[config.mk]
export PLATFORM = sky130hd
export DESIGN_NAME = board_shell
export DESIGN_NICKNAME = d
export VERILOG_FILES = /design/src/logic/board_pkg.sv /design/src/logic/board_shell.sv /design/src/logic/reboot_requester.sv /design/src/logic/ps2_key_scanner.sv /design/src/logic/jamma_joy_sampler.sv /design/src/logic/reset_sequencer.sv
export SDC_FILE = /design/constraint.sdc
export NUM_CORES = 1
export LEC_CHECK = 0
export ABC_AREA = 1
export CAP_MARGIN = 5
export CORE_ASPECT_RATIO = 0.7
export CORE_MARGIN = 5
export CORE_UTILIZATION = 40
export DETAILED_ROUTE_END_ITERATION = 6
export DONT_BUFFER_PORTS = 1
export GPL_ROUTABILITY_DRIVEN = 0
export RECOVER_POWER = 100
export SYNTH_ARGS = -nofsm -noshare
export SYNTH_HDL_FRONTEND = slang
export SYNTH_SLANG_ARGS = --single-unit
export TNS_END_PERCENT = 20
[constraint.sdc]
create_clock -name pclk -period 5.65 [get_ports pclk]
set_input_delay 0.8475 -clock pclk [delete_from_list [all_inputs] [get_ports pclk]]
set_output_delay 0.8475 -clock pclk [all_outputs]
set_load 0.01 [all_outputs]
[src/logic/board_pkg.sv]
package board_pkg;

  ////////////////////////////////////////
  // widths
  ////////////////////////////////////////
  localparam int core_color_bits     = 3;    // core dac resolution per colour
  localparam int jamma_color_bits    = 4;    // cabinet resistor ladder per colour
  localparam int joy_port_bits       = 6;    // on-board joystick connector
  localparam int ps2_timeout_cycles  = 4096; // mid-frame idle limit in pclk cycles
  localparam int reboot_quiet_cycles = 16;   // quiet time before the reboot rearms

  ////////////////////////////////////////
  // bundles
  ////////////////////////////////////////
  typedef struct packed {
    logic [core_color_bits-1:0] red;
    logic [core_color_bits-1:0] green;
    logic [core_color_bits-1:0] blue;
    logic                       hsync;
    logic                       vsync;
  } core_video_t;

  typedef struct packed {
    logic [jamma_color_bits-1:0] red;
    logic [jamma_color_bits-1:0] green;
    logic [jamma_color_bits-1:0] blue;
    logic                        hsync;
    logic                        vsync;
  } jamma_video_t;

  // one player, all buttons active low
  typedef struct packed {
    logic extra;  // coin side extra, player select on the core
    logic start;
    logic fire2;
    logic fire1;
    logic right;
    logic left;
    logic down;
    logic up;
  } joy_t;

  typedef struct packed {
    logic reset_key;    // held level
    logic scanlines;    // toggle
    logic led_on;       // toggle
    logic master_reset; // single cycle
  } key_flags_t;

  // ps/2 set 2 scan codes
  localparam logic [7:0] key_reset_code  = 8'h76; // esc
  localparam logic [7:0] key_scan_code   = 8'h06; // f2
  localparam logic [7:0] key_led_code    = 8'h83; // f7
  localparam logic [7:0] key_master_code = 8'h07; // f12
  localparam logic [7:0] key_break_code  = 8'hf0; // release prefix

endpackage
[src/logic/board_shell.sv]
`timescale 1ns/10ps

module board_shell #(
  parameter int reset_hold_bits = 8,  // 256 cycles of core reset
  parameter int joy_type        = 1   // jamma cabinet
) (
  input  logic                                 pclk,
  input  logic                                 pll_lckd,
  input  board_pkg::core_video_t               core_video,
  input  logic                                 core_audio_l,
  input  logic                                 core_audio_r,
  input  logic [board_pkg::joy_port_bits-1:0] joystick,
  input  board_pkg::joy_t                      jjoy,
  input  logic                                 jtest,
  input  logic                                 jservice,
  input  logic                                 ps2_clk,
  input  logic                                 ps2_data,
  output board_pkg::core_video_t               vga_video,
  output board_pkg::jamma_video_t              jamma_video,
  output logic                                 audio_l,
  output logic                                 audio_r,
  output logic                                 jaudio,
  output logic                                 jselect,
  output board_pkg::joy_t                      joystick_a,
  output board_pkg::joy_t                      joystick_b,
  output logic                                 core_reset,
  output logic                                 core_reset_key,
  output logic                                 ena_12,
  output logic                                 ena_6,
  output logic                                 reboot,
  output logic                                 led,
  output logic                                 scanlines
);

  board_pkg::key_flags_t key_flags;
  logic                  reset_hw;  // soft reset from keyboard or test switch

  ////////////////////////////////////////
  // clocking and reset
  ////////////////////////////////////////
  reset_sequencer #(
    .reset_hold_bits (reset_hold_bits)
  ) i_reset_sequencer (
    .pclk       (pclk),
    .pll_lckd   (pll_lckd),
    .core_reset (core_reset),
    .ena_12     (ena_12),
    .ena_6      (ena_6)
  );

  ////////////////////////////////////////
  // controls
  ////////////////////////////////////////
  jamma_joy_sampler #(
    .joy_type (joy_type)
  ) i_jamma_joy_sampler (
    .pclk       (pclk),
    .pll_lckd   (pll_lckd),
    .joystick   (joystick),
    .jjoy       (jjoy),
    .jselect    (jselect),
    .joystick_a (joystick_a),
    .joystick_b (joystick_b)
  );

  ps2_key_scanner i_ps2_key_scanner (
    .pclk      (pclk),
    .pll_lckd  (pll_lckd),
    .ps2_clk   (ps2_clk),
    .ps2_data  (ps2_data),
    .key_flags (key_flags)
  );

  assign reset_hw       = key_flags.reset_key | ~jtest;  // jtest active low
  assign core_reset_key = reset_hw;
  assign led            = key_flags.led_on;
  assign scanlines      = key_flags.scanlines;

  reboot_requester i_reboot_requester (
    .pclk         (pclk),
    .pll_lckd     (pll_lckd),
    .master_reset (key_flags.master_reset),
    .service      (jservice),
    .reboot       (reboot)
  );

  ////////////////////////////////////////
  // video and audio mirroring
  ////////////////////////////////////////
  assign vga_video = core_video;

  // 3 bit colour padded to the 4 bit ladder, lsb tied low
  assign jamma_video.red   = {core_video.red, 1'b0};
  assign jamma_video.green = {core_video.green, 1'b0};
  assign jamma_video.blue  = {core_video.blue, 1'b0};
  assign jamma_video.hsync = core_video.hsync;
  assign jamma_video.vsync = core_video.vsync;

  assign audio_l = core_audio_l;
  assign audio_r = core_audio_r;
  assign jaudio  = core_audio_l;  // cabinet amp is mono, left channel

endmodule

[src/logic/reboot_requester.sv]
`timescale 1ns/10ps

module reboot_requester (
  input  logic pclk,
  input  logic pll_lckd,
  input  logic master_reset,  // keyboard pulse
  input  logic service,       // cabinet service switch, active low
  output logic reboot
);

  localparam int quiet_bits = $clog2(board_pkg::reboot_quiet_cycles) + 1;

  logic                  request;
  logic                  req_q;      // request seen last cycle
  logic                  armed;
  logic [quiet_bits-1:0] quiet_cnt;  // cycles with no request
  logic                  reboot_q;

  assign request = master_reset | ~service;

  always_ff @(posedge pclk or negedge pll_lckd) begin
    if (!pll_lckd) begin
      req_q     <= 1'b0;
      armed     <= 1'b0;             // arms after the first quiet window
      quiet_cnt <= '0;
      reboot_q  <= 1'b0;
    end else begin
      req_q    <= request;
      reboot_q <= request & armed;   // one strobe, then disarm
      if (request && armed) begin
        armed <= 1'b0;
      end
      if (req_q || request) begin
        quiet_cnt <= '0;
      end else if (quiet_cnt == quiet_bits'(board_pkg::reboot_quiet_cycles - 1)) begin
        armed     <= 1'b1;           // 16th quiet cycle
        quiet_cnt <= quiet_cnt + 1'b1;
      end else if (quiet_cnt != quiet_bits'(board_pkg::reboot_quiet_cycles)) begin
        quiet_cnt <= quiet_cnt + 1'b1;
      end
    end
  end

  assign reboot = reboot_q;

  ////////////////////////////////////////
  // multiboot expects a single strobe
  a_reboot_single : assert property (
    @(posedge pclk) disable iff (!pll_lckd)
    reboot |=> !reboot
  ) else $error("reboot high on consecutive cycles");

endmodule

[src/logic/ps2_key_scanner.sv]
`timescale 1ns/10ps

module ps2_key_scanner (
  input  logic                  pclk,
  input  logic                  pll_lckd,
  input  logic                  ps2_clk,
  input  logic                  ps2_data,
  output board_pkg::key_flags_t key_flags
);

  localparam int idle_bits = $clog2(board_pkg::ps2_timeout_cycles) + 1;

  logic [2:0]           clk_sync;      // two sync stages plus edge history
  logic [1:0]           data_sync;
  logic                 clk_fall;
  logic                 data_bit;      // synchronized data line
  logic [3:0]           bit_cnt;       // 0 idle, 1..8 data, 9 parity, 10 stop
  logic [idle_bits-1:0] idle_cnt;
  logic [7:0]           shift_reg;     // lsb first
  logic                 parity_bit;
  logic                 frame_ok;      // good frame completes this cycle
  logic                 break_pending; // last code was the release prefix
  logic                 reset_key_q;
  logic                 scanlines_q;
  logic                 led_on_q;
  logic                 master_q;

  ////////////////////////////////////////
  // input synchronizers
  ////////////////////////////////////////
  always_ff @(posedge pclk or negedge pll_lckd) begin
    if (!pll_lckd) begin
      clk_sync  <= '1;                       // bus idles high
      data_sync <= '1;
    end else begin
      clk_sync  <= {clk_sync[1:0], ps2_clk};
      data_sync <= {data_sync[0], ps2_data};
    end
  end

  assign clk_fall = clk_sync[2] & ~clk_sync[1];  // device drives data before falling
  assign data_bit = data_sync[1];

  ////////////////////////////////////////
  // frame receiver
  ////////////////////////////////////////
  always_ff @(posedge pclk or negedge pll_lckd) begin
    if (!pll_lckd) begin
      bit_cnt  <= '0;
      idle_cnt <= '0;
    end else if (clk_fall) begin
      idle_cnt <= '0;
      if (bit_cnt == 4'd0) begin
        if (!data_bit) begin
          bit_cnt <= 4'd1;                   // start bit seen
        end
      end else if (bit_cnt == 4'd10) begin
        bit_cnt <= 4'd0;                     // stop slot, good or bad
      end else begin
        bit_cnt <= bit_cnt + 4'd1;
      end
    end else if (bit_cnt != 4'd0) begin
      // stalled mid-frame, give up and wait for a fresh start bit
      if (idle_cnt == idle_bits'(board_pkg::ps2_timeout_cycles)) begin
        bit_cnt  <= '0;
        idle_cnt <= '0;
      end else begin
        idle_cnt <= idle_cnt + 1'b1;
      end
    end
  end

  // payload path
  always_ff @(posedge pclk) begin
    if (clk_fall && (bit_cnt >= 4'd1) && (bit_cnt <= 4'd8)) begin
      shift_reg <= {data_bit, shift_reg[7:1]};
    end
    if (clk_fall && (bit_cnt == 4'd9)) begin
      parity_bit <= data_bit;
    end
  end

  // odd parity over data plus parity bit, stop must be high
  assign frame_ok = clk_fall && (bit_cnt == 4'd10) && data_bit
                    && (^{shift_reg, parity_bit});

  ////////////////////////////////////////
  // scan code decoder
  ////////////////////////////////////////
  always_ff @(posedge pclk or negedge pll_lckd) begin
    if (!pll_lckd) begin
      break_pending <= 1'b0;
      reset_key_q   <= 1'b0;
      scanlines_q   <= 1'b0;
      led_on_q      <= 1'b0;
      master_q      <= 1'b0;
    end else begin
      master_q <= 1'b0;                      // pulse by default
      if (frame_ok) begin
        if (shift_reg == board_pkg::key_break_code) begin
          break_pending <= 1'b1;
        end else begin
          break_pending <= 1'b0;             // prefix consumed by any other code
          case (shift_reg)
            board_pkg::key_reset_code: begin
              reset_key_q <= ~break_pending; // held while down
            end
            board_pkg::key_scan_code: begin
              if (!break_pending) begin
                scanlines_q <= ~scanlines_q;
              end
            end
            board_pkg::key_led_code: begin
              if (!break_pending) begin
                led_on_q <= ~led_on_q;
              end
            end
            board_pkg::key_master_code: begin
              master_q <= ~break_pending;
            end
            default: ;                       // other keys ignored
          endcase
        end
      end
    end
  end

  assign key_flags.reset_key    = reset_key_q;
  assign key_flags.scanlines    = scanlines_q;
  assign key_flags.led_on       = led_on_q;
  assign key_flags.master_reset = master_q;

  // downstream reboot logic counts pulses
  a_master_single : assert property (
    @(posedge pclk) disable iff (!pll_lckd)
    master_q |=> !master_q
  ) else $error("master_reset longer than one cycle");

endmodule

[src/logic/jamma_joy_sampler.sv]
`timescale 1ns/10ps

module jamma_joy_sampler #(
  parameter int joy_type = 1  // 0 local port only, 1 jamma multiplexed bus
) (
  input  logic                                 pclk,
  input  logic                                 pll_lckd,
  input  logic [board_pkg::joy_port_bits-1:0] joystick,   // on-board port, active low
  input  board_pkg::joy_t                      jjoy,       // shared cabinet bus
  output logic                                 jselect,
  output board_pkg::joy_t                      joystick_a,
  output board_pkg::joy_t                      joystick_b
);

  generate
    if (joy_type == 1) begin : g_jamma

      logic            jselect_q;  // player select toward the cabinet
      board_pkg::joy_t joy_a_q;
      board_pkg::joy_t joy_b_q;

      ////////////////////////////////////////
      // player select, toggles every cycle
      ////////////////////////////////////////
      always_ff @(posedge pclk or negedge pll_lckd) begin
        if (!pll_lckd) begin
          jselect_q <= 1'b0;
        end else begin
          jselect_q <= ~jselect_q;
        end
      end

      // bus carries player a while select is low, player b while high
      always_ff @(posedge pclk or negedge pll_lckd) begin
        if (!pll_lckd) begin
          joy_a_q <= '1;                          // nothing pressed
          joy_b_q <= '1;
        end else begin
          if (!jselect_q) begin
            // local port merged into player a, extra buttons only from cabinet
            joy_a_q <= board_pkg::joy_t'(jjoy & {2'b11, joystick});
          end
          if (jselect_q) begin
            joy_b_q <= jjoy;
          end
        end
      end

      assign jselect    = jselect_q;
      assign joystick_a = joy_a_q;
      assign joystick_b = joy_b_q;

      // cabinet mux needs a new select every cycle or one player starves
      a_jselect_toggles : assert property (
        @(posedge pclk) disable iff (!pll_lckd)
        $past(pll_lckd) |-> (jselect != $past(jselect))
      ) else $error("jselect did not toggle");

    end else begin : g_local

      // no cabinet bus, second player parked at idle
      assign jselect    = 1'b0;
      assign joystick_a = board_pkg::joy_t'({2'b11, joystick});
      assign joystick_b = '1;

    end
  endgenerate

endmodule

[src/logic/reset_sequencer.sv]
`timescale 1ns/10ps

module reset_sequencer #(
  parameter int reset_hold_bits = 8  // core held in reset for 2**reset_hold_bits cycles
) (
  input  logic pclk,
  input  logic pll_lckd,
  output logic core_reset,
  output logic ena_12,
  output logic ena_6
);

  logic [reset_hold_bits-1:0] delay_count; // free running, also the enable phase
  logic                       core_reset_q;

  ////////////////////////////////////////
  // power-up hold
  ////////////////////////////////////////
  always_ff @(posedge pclk or negedge pll_lckd) begin
    if (!pll_lckd) begin
      delay_count  <= '0;
      core_reset_q <= 1'b1;            // core stays in reset until first wrap
    end else begin
      delay_count <= delay_count + 1'b1;
      if (delay_count == '1) begin
        core_reset_q <= 1'b0;          // released on the wrap edge, never set again
      end
    end
  end

  assign core_reset = core_reset_q;

  ////////////////////////////////////////
  // phase enables
  ////////////////////////////////////////
  // ena_12 on odd counts, half the pclk rate
  assign ena_12 = delay_count[0];

  // ena_6 on count mod 4 == 1, quarter rate and inside an ena_12 slot
  assign ena_6 = delay_count[0] & ~delay_count[1];

  // the 6 enable must always coincide with a 12 enable for the core's dividers
  a_ena_6_in_ena_12 : assert property (
    @(posedge pclk) disable iff (!pll_lckd)
    ena_6 |-> ena_12
  ) else $error("ena_6 high without ena_12");

endmodule

==> summary.txt, run 1 <==
Layout
  • Most flops, register: i_ps2_key_scanner.idle_cnt
  • N_diodes: 0
  • Number of flip-flops in the largest register: 13
  • Fin cells: 486
  • Area grow syn2layout: 5.49%
  • Nets: 401
  • Fraction of layout cells with a size suffix above 1: 10.9%

Timing
  • Final worst path period share: 42.2%
  • Setup TNS: 0 ps
  • Setup Skew: 5.65 ps
  • Slew headroom: 33.0%
  • Final setup viols: 0
  • Final hold vios: 0
  • Worst slew pin tran: 1000 ps
  • Final hold slack: 212 ps
  • Max-slew violation count: 0
  • Max Fclk: 0.419 GHz
  • Unrepaired setup endpoints after global routing: no
  • Minimum clock period: 2380 ps

Drt
  • Vias per cell: 4.67
  • Routed WL: 5760 um
  • Initial DRC count: 111
  • Drt pass-1 iters: 4
  • WL/cell: 11.8 um
  • DR DRC count: 0
  • Via count: 2268
  • Routed Antenna Nets: 0

Clock network
  • Clock transition at path regs: 60 ps
  • CTS tree: built
  • Longest Clk Path Bufs: 2
  • Cts bufs inserted: 9
  • # Post-CTS Setup Buffers: 0
  • Clock Tree Root: clkbuf_16
  • Hold_buf cts: 0
  • Clk_lat worst skew: 330 ps
  • CTS sink cnt: 70
  • CTS H-tree depth: 3
  • Post_cts resized: 0

Logic synthesis
  • Syn Inst Count: 379
  • Async SR Flop Fraction: 87.1%
  • Post-synth EDFFs: 9
  • Syn avg cell area: 9.20 um^2
  • Synthesized area: 3490 um^2
  • Library cells used by synthesis: 37
  • Seq/Total Area, Yosys: 52.3%
  • Ys Warns: 0
  • Top_reg_cell synth: dfrtp_1
  • Flops & latches, synth: 70

Min path
  • HP Class: in -> async

Place
  • Post-DP HPWL: 4130 um
  • Placed insts: 470
  • Port bufs: 0

Setup path
  • CP required: 5860 ps
  • Critical path class: reg -> reg
  • CP Capture Type: register
  • CP Launch Type: register
  • Slowest stage cell, crit path: nor3b_1
  • Largest stage delay, worst path: 860 ps
  • Crit-path max FO: 8
  • CP cell instances: inv_1, nor2_1, inv_1, nor3b_1, nand2_2, nand2_1, o21ai_0
  • Arrival time worst endpoint: 2590 ps
  • Most frequent CP cell: inv_1

Global routing
  • First-pass GRT wire length: 9980 um
  • Largest net degree at the start of global routing: 62
  • GRT Total Usage: 11.9%
  • Vias in the first global route: 2271
  • Overflow after GRT: 0
  • Initial antenna violation count: 0

Power
  • VDD IR max: 0.000252 V
  • Clock power share: 39.4%
  • Sw frac: 28.7%
  • Part of the power in combinational logic: 16.2%
  • Sw power: 0.000392 W
  • Static Leak: 1.66 nW
  • Pwr dens: 370 nW/um^2
  • Sequential Power Share: 44.4%
  • Cell internal pwr: 0.000971 W

Floorplan
  • Site Rows: 28
  • Die Span Y: 88.1 um
  • Core Area: 8480 um^2
  • Top Ports: 85
  • DIE AREA: 10700 um^2
  • Die width: 122 um
  • Initial Util: 41.1%

Run
  • Max-cap viol count: 0

Run status
  • Outcome: complete, no violations
[synthesized netlist by cell type (2+ instances only)]
master | number | area (um^2)
clkbuf_1 | 2 | 7.51
nor4_1 | 3 | 18.8
buf_4 | 28 | 210
inv_1 | 36 | 135
nand3_1 | 28 | 140
nor3_1 | 6 | 30.0
inv_2 | 9 | 33.8
nand4_1 | 10 | 62.6
nor2_1 | 31 | 116
o21ai_0 | 7 | 35.0
a21oi_1 | 7 | 35.0
dfrtp_1 | 39 | 976
dfstp_2 | 22 | 578
xnor2_1 | 4 | 35.0
nor2_4 | 3 | 33.8
nor3_2 | 4 | 40.0
edfxtp_1 | 9 | 270
xor2_1 | 12 | 105
ha_1 | 7 | 87.6
o21ai_1 | 6 | 30.0
nand2_4 | 3 | 33.8
nand2_1 | 85 | 319
nand2_2 | 4 | 25.0
[kinds of logic after synthesis]
family,share of synthesized area [%]
simple gates,25.6
buf+inv,11.5
flops,52.3
compound gates,3.98
xor+xnor,4.02
fa+ha+maj,2.51
other cells,0.108
[worst max-delay path: cells and delay by family, from the launching register on]
kind                   cells  cell delay (ps)
AND/OR/NAND/NOR            4             1420
buffers and inverters      2              250
flip-flops                 1              510
AO/OA/AOI/OAI              1               80
[worst paths after layout]
| path | startpoint | to | slack, ps | cells past startpoint |
|---|---|---|---|---|
| worst max-delay path | i_ps2_key_scanner.clk_sync[2] | i_ps2_key_scanner.break_pending | 3270 | 7 |
| worst min-delay path | pll_lckd | i_reset_sequencer.delay_count[7] | 210 | 0 |
| worst max register to register | i_ps2_key_scanner.clk_sync[2] | i_ps2_key_scanner.break_pending | 3270 | 7 |
| worst min register to register | i_ps2_key_scanner.clk_sync[0] | i_ps2_key_scanner.clk_sync[1] | 360 | 0 |
| max in group asynchronous | pll_lckd | i_ps2_key_scanner.data_sync[1] | 5230 | 0 |
| min in group pclk | i_ps2_key_scanner.clk_sync[0] | i_ps2_key_scanner.clk_sync[1] | 360 | 0 |
[power by group through the flow]
stage          Sequential, W  Combinational, W  Clock [W]
2_1_floorplan       0.000607          0.000223          0
3_3_place_gp        0.000615          0.000233          0
3_5_place_dp        0.000616          0.000238          0
4_1_cts             0.000609          0.000238   0.000557
5_1_grt             0.000611          0.000255   0.000581
6_report            0.000605          0.000221   0.000537
[cell type report]
type                    instances  area (um^2)
multi-input cells             233         1230
well taps                     120          150
fillers                       844         4800
inverters                      47          179
clock buffers                  12          268
flip-flops and latches         70         1820
clock inverters                 4         27.5
[metal layers]
metal	track usage, %	share of wire [%]	wire (um)	vias up
li1	-	-	-	1143
met1	15.0	49	2810	1058
met2	18.0	43	2480	57
met3	5.87	7.0	403	10
met4	3.56	1.1	66	0
met5	0	0	0	-
[stage by stage]
| step | power (W) | instance area [um^2] | utilization [%] | setup slack [ps] |
|---|---|---|---|---|
| after floorplan | 0.000830 | 3500 | - | 3810 |
| after global placement | 0.000848 | 3420 | 40.4 | 3620 |
| after detailed placement | 0.000854 | 3420 | 40.4 | 3530 |
| after CTS | 0.00140 | 3720 | 43.9 | 3560 |
| after global routing | 0.00145 | 3680 | 43.4 | 3040 |
| final | 0.00136 | 3680 | 43.4 | 3270 |
[placed cells by master (no fill, tap or decap), types with 2 or more instances in the layout]
master and count:
clkbuf_16 10, xor2_1 12, a21oi_1 7, nand2_1 86, inv_2 6, edfxtp_1 9, nand4_1 10, nor4_1 3
nor3_1 6, o21ai_1 3, inv_1 39, nand2_2 4, o21ai_0 11, dfstp_1 19, nor2_4 2, nor3b_1 2
xnor2_1 4, conb_1 3, dfstp_2 3, ha_1 7, nand3_1 28, inv_4 2, nand2_4 3, nor2_1 32
nor3_2 4, dfrtp_1 39
No activity file was read; power rests on OpenSTA's default activity.
==> run 2, diff against run 1 <==
==> constraint.sdc (replaced) <==
create_clock -name pclk -period 2 [get_ports pclk]
set_input_delay 0.3 -clock pclk [delete_from_list [all_inputs] [get_ports pclk]]
set_output_delay 0.3 -clock pclk [all_outputs]
set_load 0.01 [all_outputs]
==> summary.txt, run 2 (same netlist as run 1, synthesis figures left out) <==
Global routing
  • Vias in the first global route: 2339 (+3.0%)
  • Overflow after GRT: 0 (unchanged)
  • Largest net degree at the start of global routing: 62 (unchanged)
  • First-pass GRT wire length: 10400 um (+4.5%)
  • GRT Total Usage: 12.2% (+0.34 points)
  • Initial antenna violation count: 0 (unchanged)

Drt
  • Via count: 2351 (+3.7%)
  • Routed Antenna Nets: 0 (unchanged)
  • Vias per cell: 4.79 (+2.6%)
  • Drt pass-1 iters: 4 (unchanged)
  • DR DRC count: 0 (unchanged)
  • Initial DRC count: 118 (+6.3%)
  • Routed WL: 6010 um (+4.4%)
  • WL/cell: 12.2 um (+3.3%)

Layout
  • Fin cells: 491 (+1.0%)
  • Nets: 406 (+1.2%)
  • Final core utilization: 44.4% (+1.0 points)
  • Most flops, register: i_ps2_key_scanner.idle_cnt
  • Most common cell after layout, fill and taps aside: nand2_1
  • Fraction of layout cells with a size suffix above 1: 11.1% (+0.12 points)
  • N_diodes: 0 (unchanged)
  • Area grow syn2layout: 8.00%
  • Most frequent cells in the layout: nand2_1 (86), inv_1 (40), dfrtp_1 (39)
  • Number of flip-flops in the largest register: 13 (unchanged)
  • Cell area after layout: 3770 um^2 (+2.4%)
  • Filler cell count: 832 (-1.4%)

Timing
  • Setup Skew: 5.96 ps (+0.302 ps)
  • Minimum clock period: 1750 ps (-630 ps)
  • Max Fclk: 0.570 GHz (+36%)
  • Worst slew pin tran: 582 ps (-421 ps)
  • Unrepaired setup endpoints after global routing: no
  • Final hold vios: 0 (unchanged)
  • Setup TNS: 0 ps (unchanged)
  • Slew headroom: 61.2% (+28 points)
  • Max-slew violation count: 0 (unchanged)
  • Final worst path period share: 87.7% (+46 points)
  • Final setup viols: 0 (unchanged)

Place
  • Placed insts: 471 (+0.21%)
  • Placed Instance Area: 3430 um^2 (+0.22%)
  • Post-DP HPWL: 4360 um (+5.5%)
  • Port bufs: 0 (unchanged)

Clock network
  • CTS tree: built
  • CTS sink cnt: 70 (unchanged)
  • Clk_lat worst skew: 330 ps (about the same)
  • Clock Tree Root: clkbuf_16
  • Longest Clk Path Bufs: 2 (unchanged)
  • Cts bufs inserted: 9 (unchanged)
  • # Post-CTS Setup Buffers: 0 (unchanged)
  • Clock transition at path regs: 50 ps (about the same)
  • CTS H-tree depth: 3 (unchanged)

Min path
  • Hold Path Stages: 2
  • Hold Crit Endpoint: i_jamma_joy_sampler.joystick_b[2]
  • Hold path startpoint: jjoy[2]
  • HP Class: in -> reg

Floorplan
  • DIE AREA: 10700 um^2 (unchanged)
  • Die width: 122 um (unchanged)
  • Site Rows: 28 (unchanged)
  • Die Span Y: 88.1 um (unchanged)
  • Initial Util: 41.1% (unchanged)
  • Core Area: 8480 um^2 (unchanged)
  • Top Ports: 85 (unchanged)

Power
  • Pwr dens: 1040 nW/um^2 (+180%)
  • VDD IR max: 0.000474 V (+88%)
  • Static Leak: 1.69 nW (+2.3%)

Setup path
  • CP Capture Type: register
  • CP Launch Type: register
  • CP required: 2010 ps (-3850 ps)
  • R2r endpoint: i_ps2_key_scanner.shift_reg[1]
  • Critical path class: reg -> reg
  • Arrival time worst endpoint: 1770 ps (-820 ps)
  • Reg2Reg Setup Slack: 250 ps (-3020 ps)
  • Crit-path max FO: 8 (unchanged)
  • Reg2reg path depth: 5 (-2)
  • R2r startpoint: i_ps2_key_scanner.clk_sync[2]

Run
  • Max-cap viol count: 0 (unchanged)

Run status
  • Outcome: complete, no violations
==> run 2: cell type report <==
type | count | area [um^2] | area share, %
flip-flops and latches | 70 | 1820 | 48.4
well taps | 120 | 150 | 3.99
multi-input cells | 233 | 1260 | 33.5
clock inverters | 2 | 13.8 | 0.365
clock buffers | 14 | 275 | 7.31
inverters | 47 | 179 | 4.75
repair buffers | 5 | 62.6 | 1.66
==> run 2: timing repair <==
item	in CTS	in global routing
endpoints found under the setup margin	0	0
hold endpoints to repair	63	0
resized for setup	0	0
hold buffers	4	0
==> run 2: where the power goes <==
| group | switching (W) | total, W | internal, W |
|---|---|---|---|
| Combinational | 0.000473 | 0.000708 | 0.000234 |
| Sequential | 0.000123 | 0.00171 | 0.00159 |
| Clock | 0.000555 | 0.00150 | 0.000949 |
==> run 2: metrics by stage <==
stage | total power (W) | hold WS, ps | setup slack (ps)
6_report | 0.00392 | 58.8 | 246
3_3_place_gp | 0.00240 | 6.63 | 400
5_1_grt | 0.00415 | 52.8 | 142
3_5_place_dp | 0.00243 | 6.15 | 400
4_1_cts | 0.00400 | 42.4 | 384
2_1_floorplan | 0.00235 | 4.41 | 162
==> run 2: worst max path at each step <==
stage,to,slack (ps),cells after the start,start
2_1_floorplan,i_ps2_key_scanner.shift_reg[0],160,4,i_ps2_key_scanner.clk_sync[2]
3_3_place_gp,i_ps2_key_scanner.idle_cnt[8],400,4,i_ps2_key_scanner.idle_cnt[8]
3_5_place_dp,i_ps2_key_scanner.idle_cnt[10],400,4,i_ps2_key_scanner.idle_cnt[8]
4_1_cts,i_ps2_key_scanner.idle_cnt[10],380,4,i_ps2_key_scanner.idle_cnt[8]
5_1_grt,i_ps2_key_scanner.shift_reg[1],140,5,i_ps2_key_scanner.clk_sync[2]
6_report,i_ps2_key_scanner.shift_reg[1],250,5,i_ps2_key_scanner.clk_sync[2]
==> run 2: per-layer routing <==
| layer | part of all wire (%) | track usage, % | vias up |
|---|---|---|---|
| met5 | 0 | 0 | - |
| met4 | 1.6 | 4.17 | 0 |
| met3 | 6.7 | 5.16 | 15 |
| met2 | 43 | 18.1 | 62 |
| met1 | 49 | 16.2 | 1112 |
| li1 | - | - | 1162 |
==> run 2: critical path, cell delays in order (launching register included) <==
cell      delay [ps]
dfstp_2          510
inv_1             50
nor2_4           150
inv_1            230
nor3_1           240
clkbuf_2         260
==> run 3, diff against run 2 <==
--- a/config.mk
+++ b/config.mk
@@ -13,6 +13,7 @@
 export DETAILED_ROUTE_END_ITERATION = 6
 export DONT_BUFFER_PORTS = 1
 export GPL_ROUTABILITY_DRIVEN = 0
+export GPL_TIMING_DRIVEN = 0
 export RECOVER_POWER = 100
 export SYNTH_ARGS = -nofsm -noshare
 export SYNTH_HDL_FRONTEND = slang
==> summary.txt, run 3 (same netlist as run 1, synthesis figures left out) <==
Run status
  • Outcome: complete, no violations

Drt
  • Vias per cell: 4.58 (-4.3%)
  • Routed Antenna Nets: 0 (unchanged)
  • Drt pass-1 iters: 4 (unchanged)
  • Via count: 2387 (+1.5%)
  • DR DRC count: 0 (unchanged)
  • Routed WL: 6270 um (+4.3%)
  • WL/cell: 12.0 um (-1.7%)
  • Initial DRC count: 94 (-20%)

Clock network
  • # Post-CTS Setup Buffers: 0 (unchanged)
  • CTS sink cnt: 70 (unchanged)
  • Longest Clk Path Bufs: 2 (unchanged)
  • Clock Tree Root: clkbuf_16
  • Clock transition at path regs: 60 ps (about the same)
  • Clk_lat worst skew: 330 ps (about the same)
  • CTS tree: built
  • CTS H-tree depth: 3 (unchanged)
  • Cts bufs inserted: 9 (unchanged)

Timing
  • Max Fclk: 0.567 GHz (-0.54%)
  • Unrepaired setup endpoints after global routing: no
  • Setup Skew: 4.56 ps (-1.39 ps)
  • Slew headroom: 11.9% (-49 points)
  • Final setup viols: 0 (unchanged)
  • Final worst path period share: 88.2% (+0.48 points)
  • Minimum clock period: 1760 ps (+9.55 ps)
  • Final hold vios: 0 (unchanged)
  • Worst slew pin tran: 1320 ps (+739 ps)
  • Max-slew violation count: 0 (unchanged)
  • Setup ws final: 236 ps (-9.56 ps)

Layout
  • Number of flip-flops in the largest register: 13 (unchanged)
  • Register area: 1820 um^2 (unchanged)
  • N_diodes: 0 (unchanged)
  • Most frequent cells in the layout: nand2_1 (86), inv_1 (39), dfrtp_1 (39)
  • Cell area after layout: 3860 um^2 (+2.5%)
  • Area grow syn2layout: 10.7%
  • Fraction of layout cells with a size suffix above 1: 12.0% (+0.92 points)
  • Nets: 436 (+7.4%)
  • Most flops, register: i_ps2_key_scanner.idle_cnt
  • Filler cell count: 858 (+3.1%)
  • Most common cell after layout, fill and taps aside: nand2_1
  • Area occupied by multi-input gates: 1250 um^2 (-1.2%)

Setup path
  • CP cell instances: inv_1, nor2_4, inv_2, nand2_1, nand2_4, nor2_4, nand2_2, nor2_2, nand2_1, nand2_1, nor2_1
  • Family with the most delay on the worst path: simple AND/OR/NAND/NOR gates
  • CP Capture Type: register
  • Most frequent CP cell: nand2_1
  • Worst Path Buf+Inv: 2 (-1)
  • Slowest stage cell, crit path: dfstp_2
  • Reg2reg path depth: 11 (+6)
  • CP required: 2230 ps (+220 ps)
  • CP Launch Type: register
  • Reg2Reg Setup Slack: 240 ps (about the same)
  • R2r startpoint: i_ps2_key_scanner.clk_sync[2]
  • Critical path class: reg -> reg
  • Crit-path max FO: 9 (+1)
  • Worst path depth: 11 (+6)
  • Largest stage delay, worst path: 510 ps (about the same)
  • Arrival time worst endpoint: 1990 ps (+220 ps)
  • R2r endpoint: i_ps2_key_scanner.idle_cnt[12]

Global routing
  • Initial antenna violation count: 0 (unchanged)
  • GRT Total Usage: 12.6% (+0.37 points)
  • Vias in the first global route: 2386 (+2.0%)
  • Largest net degree at the start of global routing: 62 (unchanged)
  • First-pass GRT wire length: 10500 um (+1.0%)
  • Overflow after GRT: 0 (unchanged)

Min path
  • Hold Path Stages: 2 (unchanged)
  • HP Class: in -> reg
  • Hold Crit Endpoint: i_jamma_joy_sampler.joystick_b[3]
  • Hold path startpoint: jjoy[3]

Floorplan
  • Top Ports: 85 (unchanged)
  • Initial Util: 41.1% (unchanged)
  • Core Area: 8480 um^2 (unchanged)
  • Site Rows: 28 (unchanged)
  • Die width: 122 um (unchanged)
  • DIE AREA: 10700 um^2 (unchanged)
  • Die Span Y: 88.1 um (unchanged)

Power
  • Pwr dens: 1030 nW/um^2 (-0.63%)
  • Total power: 0.00400 W (+1.9%)
  • Static Leak: 1.73 nW (+2.2%)
  • VDD IR max: 0.000510 V (+7.6%)

Place
  • Post-DP HPWL: 4660 um (+6.8%)
  • Dpl ws: -204 ps (-604 ps)
  • Placed Instance Area: 3650 um^2 (+6.3%)
  • Port bufs: 0 (unchanged)

Run
  • Max-cap viol count: 0 (unchanged)
run 3: cell type report:
class / instances / area share [%]
sequential: 70 / 47.2
multi-input combinational: 233 / 32.3
clock buffer: 10 / 6.19
inverter: 47 / 4.63
tap: 120 / 3.89
buffer: 31 / 3.30
clock inverter: 6 / 1.55
timing repair buffer: 4 / 0.907
run 3: worst register-to-register path, delay by kind of cell (launching register included):
| family | cells | cell delay, ps |
|---|---|---|
| flip-flops | 1 | 510 |
| buffers and inverters | 2 | 160 |
| AND/OR/NAND/NOR | 9 | 980 |
run 3: repair_timing:
action	in CTS	in global routing
setup endpoints to repair	8	0
hold endpoints to repair	63	0
hold buffers	4	0
resized for setup	1	0
run 3: how the worst max path moves through the flow:
stage / start / end / slack (ps)
global placement: i_ps2_key_scanner.clk_sync[2] / i_ps2_key_scanner.shift_reg[1] / -110
detailed placement: i_ps2_key_scanner.clk_sync[2] / i_ps2_key_scanner.shift_reg[1] / -200
floorplan: i_ps2_key_scanner.clk_sync[2] / i_ps2_key_scanner.shift_reg[0] / 160
finish: i_ps2_key_scanner.clk_sync[2] / i_ps2_key_scanner.idle_cnt[12] / 240
global route: i_ps2_key_scanner.clk_sync[2] / i_ps2_key_scanner.idle_cnt[12] / 40
CTS: i_ps2_key_scanner.clk_sync[2] / i_ps2_key_scanner.shift_reg[1] / 170
run 3: stage by stage:
stage                     hold slack (ps)  utilization [%]  TNS, ps  std cells
after floorplan                      4.41                -        0        381
after global placement               6.62             43.0     -916        501
after detailed placement             6.51             43.0    -1630        501
after CTS                            32.0             47.3        0        521
after global routing                 41.0             45.6        0        521
final                                57.0             45.6        0        521
run 3: per-layer routing:
layer / vias to the layer above / global-route usage [%] / wire [um]
li1: 1215 / - / -
met1: 1098 / 15.8 / 2950
met2: 67 / 18.8 / 2720
met3: 7 / 6.13 / 509
met4: 0 / 4.88 / 93
met5: - / 0 / 0
run 3: power breakdown:
group	internal (W)	leakage, nW	switching [W]	total (W)
registers	0.00159	0.820	0.000118	0.00170
logic	0.000232	0.760	0.000477	0.000708
clock network	0.000994	0.153	0.000589	0.00158
